--- config.mk ---
export PLATFORM = sky130hd
export DESIGN_NAME = lc3b_exec_top
export DESIGN_NICKNAME = d
export VERILOG_FILES = /design/src/hdl/lc3b_ctrl_pkg.sv /design/src/hdl/lc3b_isa_pkg.sv /design/src/hdl/lc3b_exec_top.sv /design/src/hdl/execute_unit.sv /design/src/hdl/decoded_instr_fifo.sv /design/src/hdl/control_rom.sv
export SDC_FILE = /design/constraint.sdc
export NUM_CORES = 1
export LEC_CHECK = 0
export BUFFER_PORTS_ARGS = -buffer_cell sky130_fd_sc_hd__buf_2
export CORE_ASPECT_RATIO = 1.1
export CORE_MARGIN = 2
export CORE_UTILIZATION = 48
export CTS_CLUSTER_DIAMETER = 60
export DETAILED_ROUTE_END_ITERATION = 16
export PLACE_DENSITY_LB_ADDON = 0.2
export SLEW_MARGIN = 20
export SYNTH_ARGS = -nofsm -noshare
export SYNTH_HDL_FRONTEND = slang
export SYNTH_SLANG_ARGS = --single-unit
--- constraint.sdc ---
create_clock -name clk -period 12.2 [get_ports clk]
set_input_delay 2.44 -clock clk [delete_from_list [all_inputs] [get_ports clk]]
set_output_delay 2.44 -clock clk [all_outputs]
set_load 0.01 [all_outputs]
--- src/hdl/lc3b_ctrl_pkg.sv ---
`default_nettype none

package lc3b_ctrl_pkg;

    // alu operations
    localparam logic [1:0] alu_pass = 2'd0;
    localparam logic [1:0] alu_add  = 2'd1;
    localparam logic [1:0] alu_and  = 2'd2;
    localparam logic [1:0] alu_not  = 2'd3;

    // bit positions inside the packed control word
    localparam int ctrl_alu_op_lo    = 0;  // two bits
    localparam int ctrl_alu_src_imm  = 2;
    localparam int ctrl_cc_load      = 3;
    localparam int ctrl_mem_read     = 4;
    localparam int ctrl_mem_write    = 5;
    localparam int ctrl_reg_load     = 6;
    localparam int ctrl_src2_is_dest = 7;

    localparam int ctrl_w = 8;

    // condition codes, one-hot nzp
    localparam logic [2:0] cc_n = 3'b100;
    localparam logic [2:0] cc_z = 3'b010;
    localparam logic [2:0] cc_p = 3'b001;

endpackage

`default_nettype wire

--- src/hdl/lc3b_isa_pkg.sv ---
`default_nettype none

package lc3b_isa_pkg;

    localparam int word_w    = 16;  // machine word
    localparam int reg_idx_w = 3;   // eight registers

    // opcodes, bits [15:12]
    localparam logic [3:0] op_br  = 4'b0000;
    localparam logic [3:0] op_add = 4'b0001;
    localparam logic [3:0] op_and = 4'b0101;
    localparam logic [3:0] op_ldr = 4'b0110;
    localparam logic [3:0] op_str = 4'b0111;
    localparam logic [3:0] op_not = 4'b1001;

    // one instruction word, three field layouts
    typedef union packed {
        struct packed {
            logic [3:0]           opcode;
            logic [reg_idx_w-1:0] dr;
            logic [reg_idx_w-1:0] sr1;
            logic                 imm;      // 0 here
            logic [1:0]           pad;
            logic [reg_idx_w-1:0] sr2;
        } alu_reg;
        struct packed {
            logic [3:0]           opcode;
            logic [reg_idx_w-1:0] dr;
            logic [reg_idx_w-1:0] sr1;
            logic                 imm;      // 1 here
            logic [4:0]           imm5;
        } alu_imm;
        struct packed {
            logic [3:0]           opcode;
            logic [reg_idx_w-1:0] dr;       // dest for ldr, source for str
            logic [reg_idx_w-1:0] base;
            logic [5:0]           offset6;  // word offset, scaled by two
        } mem;
    } lc3b_instr_u;

endpackage

`default_nettype wire
--- src/hdl/lc3b_exec_top.sv ---
`timescale 1ns/1ps
`default_nettype none

module lc3b_exec_top #(
    parameter int fifo_depth = 4,
    parameter int mem_addr_w = 6
) (
    input  logic clk,
    input  logic reset,
    input  logic instr_valid,
    input  logic [lc3b_isa_pkg::word_w-1:0] instr,
    output logic full,
    output logic wb_valid,
    output logic [lc3b_isa_pkg::reg_idx_w-1:0] wb_dest,
    output logic [lc3b_isa_pkg::word_w-1:0] wb_data,
    output logic [2:0] cc
);

    logic [lc3b_ctrl_pkg::ctrl_w-1:0]                       ctrl;
    logic [lc3b_ctrl_pkg::ctrl_w+lc3b_isa_pkg::word_w-1:0] head_entry;
    logic                                                   fifo_empty;
    logic                                                   fifo_pop;

    control_rom u_rom (
        .instr (instr),
        .ctrl  (ctrl)
    );

    // entry is the decoded fields on top of the raw word
    decoded_instr_fifo #(
        .depth (fifo_depth)
    ) u_fifo (
        .clk     (clk),
        .reset   (reset),
        .push    (instr_valid),
        .wr_data ({ctrl, instr}),
        .pop     (fifo_pop),
        .rd_data (head_entry),
        .empty   (fifo_empty),
        .full    (full)
    );

    execute_unit #(
        .mem_addr_w (mem_addr_w)
    ) u_exec (
        .clk      (clk),
        .reset    (reset),
        .empty    (fifo_empty),
        .rd_data  (head_entry),
        .pop      (fifo_pop),
        .wb_valid (wb_valid),
        .wb_dest  (wb_dest),
        .wb_data  (wb_data),
        .cc       (cc)
    );

endmodule

`default_nettype wire

--- src/hdl/execute_unit.sv ---
`timescale 1ns/1ps
`default_nettype none

module execute_unit #(
    parameter int mem_addr_w = 6
) (
    input  logic clk,
    input  logic reset,
    input  logic empty,
    input  logic [lc3b_ctrl_pkg::ctrl_w+lc3b_isa_pkg::word_w-1:0] rd_data,
    output logic pop,
    output logic wb_valid,
    output logic [lc3b_isa_pkg::reg_idx_w-1:0] wb_dest,
    output logic [lc3b_isa_pkg::word_w-1:0] wb_data,
    output logic [2:0] cc
);

    localparam int word_w = lc3b_isa_pkg::word_w;
    localparam int idx_w  = lc3b_isa_pkg::reg_idx_w;

    logic [lc3b_ctrl_pkg::ctrl_w-1:0] ctrl;
    lc3b_isa_pkg::lc3b_instr_u        instr;

    logic [word_w-1:0]     regs [2**idx_w];
    logic [word_w-1:0]     dmem [2**mem_addr_w];
    logic                  busy;     // second cycle of ldr
    logic [idx_w-1:0]      ld_dest;
    logic [word_w-1:0]     mem_q;    // registered load data

    logic [1:0]            alu_op;
    logic                  mem_read;
    logic                  mem_write;
    logic [idx_w-1:0]      src2_idx;
    logic [word_w-1:0]     opa;
    logic [word_w-1:0]     src2_val;
    logic [word_w-1:0]     imm_val;
    logic [word_w-1:0]     opb;
    logic [word_w-1:0]     alu_result;
    logic [mem_addr_w-1:0] mem_addr;
    logic                  alu_wr;
    logic                  alu_cc;

    function automatic logic [2:0] cc_of(input logic [word_w-1:0] value);
        if (value[word_w-1])
            return lc3b_ctrl_pkg::cc_n;
        else if (value == '0)
            return lc3b_ctrl_pkg::cc_z;
        else
            return lc3b_ctrl_pkg::cc_p;
    endfunction

    assign ctrl  = rd_data[lc3b_ctrl_pkg::ctrl_w+word_w-1:word_w];
    assign instr = rd_data[word_w-1:0];

    assign alu_op    = ctrl[lc3b_ctrl_pkg::ctrl_alu_op_lo +: 2];
    assign mem_read  = ctrl[lc3b_ctrl_pkg::ctrl_mem_read];
    assign mem_write = ctrl[lc3b_ctrl_pkg::ctrl_mem_write];

    // str reads its data register through the dr field
    assign src2_idx = ctrl[lc3b_ctrl_pkg::ctrl_src2_is_dest] ? instr.mem.dr : instr.alu_reg.sr2;
    assign opa      = regs[instr.alu_reg.sr1];
    assign src2_val = regs[src2_idx];
    assign imm_val  = (mem_read | mem_write) ?
                      {{(word_w-7){instr.mem.offset6[5]}}, instr.mem.offset6, 1'b0} :
                      {{(word_w-5){instr.alu_imm.imm5[4]}}, instr.alu_imm.imm5};
    assign opb      = ctrl[lc3b_ctrl_pkg::ctrl_alu_src_imm] ? imm_val : src2_val;

    always_comb begin
        case (alu_op)
            lc3b_ctrl_pkg::alu_add: alu_result = opa + opb;
            lc3b_ctrl_pkg::alu_and: alu_result = opa & opb;
            lc3b_ctrl_pkg::alu_not: alu_result = ~opa;
            default:                alu_result = opa;  // pass
        endcase
    end

    assign mem_addr = alu_result[mem_addr_w:1];  // word address

    assign pop    = ~empty & ~busy;
    assign alu_wr = pop & ctrl[lc3b_ctrl_pkg::ctrl_reg_load] & ~mem_read;
    assign alu_cc = pop & ctrl[lc3b_ctrl_pkg::ctrl_cc_load] & ~mem_read;

    always_ff @(posedge clk) begin
        if (reset) begin
            busy     <= 1'b0;
            wb_valid <= 1'b0;
            cc       <= lc3b_ctrl_pkg::cc_z;
            for (int i = 0; i < 2**idx_w; i++)
                regs[i] <= '0;
        end else begin
            wb_valid <= alu_wr | busy;
            if (busy) begin
                busy          <= 1'b0;  // load completes
                regs[ld_dest] <= mem_q;
                cc            <= cc_of(mem_q);
            end else begin
                busy <= pop & mem_read;
                if (alu_wr)
                    regs[instr.alu_reg.dr] <= alu_result;
                if (alu_cc)
                    cc <= cc_of(alu_result);
            end
        end
    end

    always_ff @(posedge clk) begin
        if (pop & mem_write)
            dmem[mem_addr] <= src2_val;
        if (pop & mem_read) begin
            mem_q   <= dmem[mem_addr];
            ld_dest <= instr.mem.dr;
        end
        if (busy) begin
            wb_dest <= ld_dest;
            wb_data <= mem_q;
        end else if (alu_wr) begin
            wb_dest <= instr.alu_reg.dr;
            wb_data <= alu_result;
        end
    end

endmodule

`default_nettype wire

--- src/hdl/decoded_instr_fifo.sv ---
`timescale 1ns/1ps
`default_nettype none

module decoded_instr_fifo #(
    parameter int depth = 4
) (
    input  logic clk,
    input  logic reset,
    input  logic push,
    input  logic [lc3b_ctrl_pkg::ctrl_w+lc3b_isa_pkg::word_w-1:0] wr_data,
    input  logic pop,
    output logic [lc3b_ctrl_pkg::ctrl_w+lc3b_isa_pkg::word_w-1:0] rd_data,
    output logic empty,
    output logic full
);

    localparam int entry_w = lc3b_ctrl_pkg::ctrl_w + lc3b_isa_pkg::word_w;
    localparam int ptr_w   = (depth > 1) ? $clog2(depth) : 1;
    localparam int cnt_w   = $clog2(depth + 1);

    logic [entry_w-1:0] entries [depth];
    logic [ptr_w-1:0]   wr_ptr;
    logic [ptr_w-1:0]   rd_ptr;
    logic [cnt_w-1:0]   count;
    logic [cnt_w-1:0]   count_next;
    logic               do_push;
    logic               do_pop;

    assign do_pop     = pop & ~empty;
    assign do_push    = push & (~full | do_pop);  // full is fine if head leaves too
    assign count_next = count + cnt_w'(do_push) - cnt_w'(do_pop);
    assign rd_data    = entries[rd_ptr];          // head entry

    always_ff @(posedge clk) begin
        if (reset) begin
            wr_ptr <= '0;
            rd_ptr <= '0;
            count  <= '0;
            empty  <= 1'b1;
            full   <= 1'b0;
        end else begin
            if (do_push)
                wr_ptr <= (wr_ptr == ptr_w'(depth - 1)) ? '0 : wr_ptr + 1'b1;
            if (do_pop)
                rd_ptr <= (rd_ptr == ptr_w'(depth - 1)) ? '0 : rd_ptr + 1'b1;
            count <= count_next;
            empty <= (count_next == '0);
            full  <= (count_next == cnt_w'(depth));
        end
    end

    always_ff @(posedge clk) begin
        if (do_push)
            entries[wr_ptr] <= wr_data;
    end

endmodule

`default_nettype wire

--- src/hdl/control_rom.sv ---
`timescale 1ns/1ps
`default_nettype none

module control_rom (
    input  lc3b_isa_pkg::lc3b_instr_u         instr,
    output logic [lc3b_ctrl_pkg::ctrl_w-1:0]  ctrl
);

    always_comb begin
        // defaults, no operation
        ctrl = '0;
        ctrl[lc3b_ctrl_pkg::ctrl_alu_op_lo +: 2]  = lc3b_ctrl_pkg::alu_pass;
        ctrl[lc3b_ctrl_pkg::ctrl_alu_src_imm]     = 1'b0;
        ctrl[lc3b_ctrl_pkg::ctrl_cc_load]         = 1'b0;
        ctrl[lc3b_ctrl_pkg::ctrl_mem_read]        = 1'b0;
        ctrl[lc3b_ctrl_pkg::ctrl_mem_write]       = 1'b0;
        ctrl[lc3b_ctrl_pkg::ctrl_reg_load]        = 1'b0;
        ctrl[lc3b_ctrl_pkg::ctrl_src2_is_dest]    = 1'b0;

        case (instr.alu_reg.opcode)
            lc3b_isa_pkg::op_add: begin
                ctrl[lc3b_ctrl_pkg::ctrl_alu_op_lo +: 2] = lc3b_ctrl_pkg::alu_add;
                ctrl[lc3b_ctrl_pkg::ctrl_alu_src_imm]    = instr.alu_reg.imm;  // sr2 or imm5
                ctrl[lc3b_ctrl_pkg::ctrl_cc_load]        = 1'b1;
                ctrl[lc3b_ctrl_pkg::ctrl_reg_load]       = 1'b1;
            end

            lc3b_isa_pkg::op_and: begin
                ctrl[lc3b_ctrl_pkg::ctrl_alu_op_lo +: 2] = lc3b_ctrl_pkg::alu_and;
                ctrl[lc3b_ctrl_pkg::ctrl_alu_src_imm]    = instr.alu_reg.imm;
                ctrl[lc3b_ctrl_pkg::ctrl_cc_load]        = 1'b1;
                ctrl[lc3b_ctrl_pkg::ctrl_reg_load]       = 1'b1;
            end

            lc3b_isa_pkg::op_not: begin
                ctrl[lc3b_ctrl_pkg::ctrl_alu_op_lo +: 2] = lc3b_ctrl_pkg::alu_not;
                ctrl[lc3b_ctrl_pkg::ctrl_cc_load]        = 1'b1;
                ctrl[lc3b_ctrl_pkg::ctrl_reg_load]       = 1'b1;
            end

            lc3b_isa_pkg::op_ldr: begin
                ctrl[lc3b_ctrl_pkg::ctrl_alu_op_lo +: 2] = lc3b_ctrl_pkg::alu_add;  // base + off
                ctrl[lc3b_ctrl_pkg::ctrl_alu_src_imm]    = 1'b1;
                ctrl[lc3b_ctrl_pkg::ctrl_mem_read]       = 1'b1;
                ctrl[lc3b_ctrl_pkg::ctrl_cc_load]        = 1'b1;
                ctrl[lc3b_ctrl_pkg::ctrl_reg_load]       = 1'b1;
            end

            lc3b_isa_pkg::op_str: begin
                ctrl[lc3b_ctrl_pkg::ctrl_alu_op_lo +: 2] = lc3b_ctrl_pkg::alu_add;
                ctrl[lc3b_ctrl_pkg::ctrl_alu_src_imm]    = 1'b1;
                ctrl[lc3b_ctrl_pkg::ctrl_mem_write]      = 1'b1;
                ctrl[lc3b_ctrl_pkg::ctrl_src2_is_dest]   = 1'b1;  // store data from dr field
            end

            lc3b_isa_pkg::op_br: begin
                ctrl = '0;  // no pc here, consumed as a no-op
            end

            default: begin
                ctrl = '0;  // unknown opcode
            end
        endcase
    end

endmodule

`default_nettype wire

Word-level counts from Yosys, hierarchy flattened
Memory sizes are Yosys's and may differ from the RTL's. A register that Yosys moved wholly into a read port is not among the register bits. Cells that the tools add are included.

Add/subtract/negate cells: 5. Eq/ne operators: 11. Multiplexer cells: 42. Bitwise operators: 18. Reductions and logical operators: 12.

Operator list (count): $mux W16 (6); $pmux W16 S3 (1); $logic_not A16 Y1 (2); $reduce_or A16 Y1 (2); $mux W3 (9); $mux W1 (18); $add A16 B16 Y16 (1); $and A16 B16 Y16 (1); $not A16 Y16 (1); $eq A4 B3 Y1 const B (3); $mux W2 (6); $and A1 B1 Y1 (9); $eq A2 B2 Y1 const B (4); $pmux W2 S3 (1); $reduce_or A2 Y1 (3); $add A2 B1 Y2 const B (2); $eq A4 B1 Y1 const B (1); $eq A4 B4 Y1 const B (1); $not A1 Y1 (4); $reduce_bool A2 Y1 (2); $reduce_or A4 Y1 (1); $add A3 B1 Y3 (1); $eq A3 B3 Y1 const B (1); $logic_not A3 Y1 (1); 5 further kinds (7).

Bits in registers: 36. Memory bits (writable): 1248. Bits of input ports: 19. Output and inout port bits: 24. Memories: 3.

Memories: u_exec.dmem (words 64, width 16, read ports 1, clocked after memory_dff 1, wr ports 1, RTL line execute_unit.sv:25) `logic [word_w-1:0] dmem [2**mem_addr_w];`; u_exec.regs (words 8, width 16, read ports 2, clocked after memory_dff 0, wr ports 8, RTL line execute_unit.sv:24) `logic [word_w-1:0] regs [2**idx_w];`; u_fifo.entries (words 4, width 24, read ports 1, clocked after memory_dff 1, wr ports 1, RTL line decoded_instr_fifo.sv:21) `logic [entry_w-1:0] entries [depth];`.

Depth between registers and ports, before layout
Depth after elaboration: 10. Mapped depth: 27. Mapped depth without buffers: 22.

Cells and area by module
A second synthesis with hierarchy kept.

Cells, all modules: 3385. Area total of the unflattened synthesis: 53077.2 sq um.

Modules (own cells, without submodules): execute_unit (instances 1, cells each 3191, area each 48930.7 sq um, seq. area each 35834.4 sq um); decoded_instr_fifo (instances 1, cells each 179, area each 4055.1 sq um, seq. area each 3103.0 sq um); control_rom (instances 1, cells each 15, area each 91.3 sq um, seq. area each 0.0 sq um).

Worst setup path before layout
Ideal clock, no wire load.

Path kind: register to register. From: reg (tool-made name). To: mem u_exec.dmem[40][0], enable pin. Setup time: 0.389 ns. Arrival: 6.572 ns. Data required time: 11.811 ns. Setup slack: 5.239 ns. Cell stages (with the launch flop): 19. Period minus slack after synthesis: 6.961 ns. Path through: dfxtp_1 > buf_6 > buf_1 > mux4_2 > mux2i_1 > clkbuf_1 > a31oi_1 > mux2_2 > mux2_2 > ha_1 > and2_1 > a221o_1 > or3_1 > a32o_1 > nor3b_1 > buf_2 > buf_1 > nand4_1 > nor2_1.

RTL lines (RTL line): to (decl) (execute_unit.sv:25).

==> results.sh <==
export IMPL_drv_cap=0
export IMPL_dieArea_um2=114000
export IMPL_synth_cell_types=73
export IMPL_yosys_warnings=0
export IMPL_portBuffers=42
export IMPL_gp_congestion=0.873
export IMPL_cts_made_buffers=132
export IMPL_cts_sinks=1278
export IMPL_fin_crit_sh=0.708
export IMPL_ys_ff_latch=1278
export IMPL_start_util=0.483
export IMPL_nets=4227
export IMPL_hpwlAfterDp_um=84800
export IMPL_grt_start_max_net_pins=169
export IMPL_max_freq_ghz=0.116
export IMPL_worstPathRequired_ns=12.65
export IMPL_startpoint_type="flop"
export IMPL_grt_overflow_total=0
export IMPL_synth_area_top_cells="edfxtp_1 (71%), nand2_1 (6.9%), a21oi_1 (2.8%), nor2_1 (1.8%), mux4_2 (1.3%)"
export IMPL_outcome="finished clean"
export IMPL_cts_buffer_depth=3
export IMPL_ios=43
export IMPL_routed_wl_um=150000
export IMPL_worst_slew_pin_slew_ns=1.15
export IMPL_grt_first_pass_wirelength_um=220000
export IMPL_setup_tns_ns=0
export IMPL_cp_max_fo=66
export IMPL_synth_top_area_share=0.710
export IMPL_vias=34562
export IMPL_num_antenna_cells=0
export IMPL_drt_iter0_drc=4447
export IMPL_end_kind="flop"
export IMPL_cts_root_buf="clkbuf_16"
export IMPL_rsz0062_at_grt="false"
export IMPL_seq_area_frac_synth=0.716
export IMPL_yosys_cell_count_top_type="edfxtp_1"
export IMPL_die_h_um=354
export IMPL_hold_buffers=0
export IMPL_avgSynthCellArea_um2=12.9
export IMPL_path_clk_slew_ns=0.06
export IMPL_synth_cells=4133
export IMPL_final_max_slew_viol_count=0
export IMPL_cp_arrival_ns=9.09
export IMPL_core_area_um2=111000
export IMPL_post_route_util=0.541
export IMPL_drt_pass1_iter_count=5
export IMPL_hold_viol=0
export IMPL_wl_per_cell_um=26.3
export IMPL_yosys_top_cells_count="edfxtp_1 (1262), nand2_1 (985), a21oi_1 (296)"
export IMPL_clk_latency_ns=0.78
export IMPL_antenna_found_initial=4
export IMPL_rows=128
export IMPL_synth_ff_type="edfxtp_1"
export IMPL_path_class="flop to flop"
export IMPL_placed_area_um2=55500
export IMPL_synth_top_area_cell="edfxtp_1"
export IMPL_netlist_area_um2=53300
export IMPL_grt_pass1_vias=33008
export IMPL_syn2layout_area_growth_pct=12.0
export IMPL_htree_num_levels=4
export IMPL_vias_per_cell=6.06
export IMPL_clock_skew_ns=0.0327
export IMPL_min_path_type="flop to flop"
export IMPL_grt_usage=0.262
export IMPL_drcViolationCount=0
export IMPL_syn_nets=4177
export IMPL_final_antenna_net_count=0
export IMPL_post_cts_buffers=0
export IMPL_r2r_setup_slack_ns=3.56
export IMPL_async_flop_share=0
export IMPL_cts_resized=0
export IMPL_relSlewSlack=0.228
export IMPL_synth_edf_count=1262
export IMPL_drive_gt1_frac=0.109
export IMPL_die_width_um=322
export IMPL_setup_viol=0
export IMPL_timing_final_crit_period_ns=8.64
export IMPL_postLayoutCellArea_um2=59700
export IMPL_cts_tree="built"
[cell families after synthesis]
family                     count (synthesis)  share of synthesized area
AOI/OAI and AO/OA                        735                     0.0867
buffers and inverters                    297                     0.0227
muxes                                    130                     0.0324
xor gates and xnor gates                  11                    0.00181
adders and majority gates                 25                    0.00614
DFF                                     1278                      0.716
and+or+nand+nor                         1657                      0.134
[final cells by class]
type / instances / area, um2
clock buffers: 164 / 3470
clock inverters: 65 / 726
fillers: 9139 / 50800
inverters: 35 / 133
multi-input cells: 2558 / 14100
flip-flops and latches: 1278 / 38200
well taps: 1430 / 1790
repair buffers: 178 / 1300
[state kept, by name, summed over array words and instances (netlist names), named ones only]
name             flops
u_exec.busy          1
u_exec.cc            3
u_exec.dmem       1024
u_exec.ld_dest       3
u_exec.mem_q        16
u_exec.regs        128
u_exec.wb_data      16
u_exec.wb_dest       3
u_exec.wb_valid      1
u_fifo.count         3
u_fifo.empty         1
u_fifo.entries      72
u_fifo.full          1
u_fifo.rd_ptr        2
u_fifo.wr_ptr        2
[path summary, 6_finish.rpt]
path         depth (start not counted)               end              from
max                                 21   u_exec.mem_q[0]              flop
min                                  2  u_fifo.rd_ptr[1]  u_fifo.rd_ptr[1]
max reg2reg                         21   u_exec.mem_q[0]              flop
min reg2reg                          2  u_fifo.rd_ptr[1]  u_fifo.rd_ptr[1]
[through the flow]
stage	worst slack, ns	cells	hold slack [ns]
floorplan	5.24	4133	0.454
global placement	3.54	5478	0.491
detailed placement	3.59	5479	0.511
CTS	3.53	5708	0.519
global route	3.05	5708	0.541
finish	3.56	5708	0.524
[cell usage in the layout (no fill, tap or decap), drive strengths merged, types with 69 or more instances in the layout]
master,synthesis,layout
nand3,132,132
buf,104,178
nor2,257,257
clkbuf,158,164
and3,84,84
a31oi,102,102
nand2,985,985
edfxtp,1262,1262
mux2i,69,69
a21oi,296,296
o21ai,99,99
[worst max-delay path, cell delays in order, from the launching register on]
cell and delay, ns:
dfxtp_1 0.66, buf_4 0.37, mux4_2 0.62, mux2i_4 0.16, buf_4 0.63, a211oi_1 0.09, a31oi_1 0.19, mux2_4 0.59
nand2_1 0.10, o21ai_0 0.10, ha_1 0.22, inv_1 0.09, fa_1 0.46, xnor2_1 0.14, a22oi_1 0.44, o211a_4 0.89
buf_4 0.66, and3_1 0.26, a31oi_1 0.04, a22o_1 0.27, nor4_1 0.95, o221ai_1 0.27
[routing by layer]
metal	routed length, um	global-route usage
met4	4510	0.0871
met3	11300	0.0425
met2	72100	0.420
met5	12	0
met1	61900	0.366
Power is not shown: default switching activity piles up to over one toggle a cycle in this logic, so the estimate is an artifact.
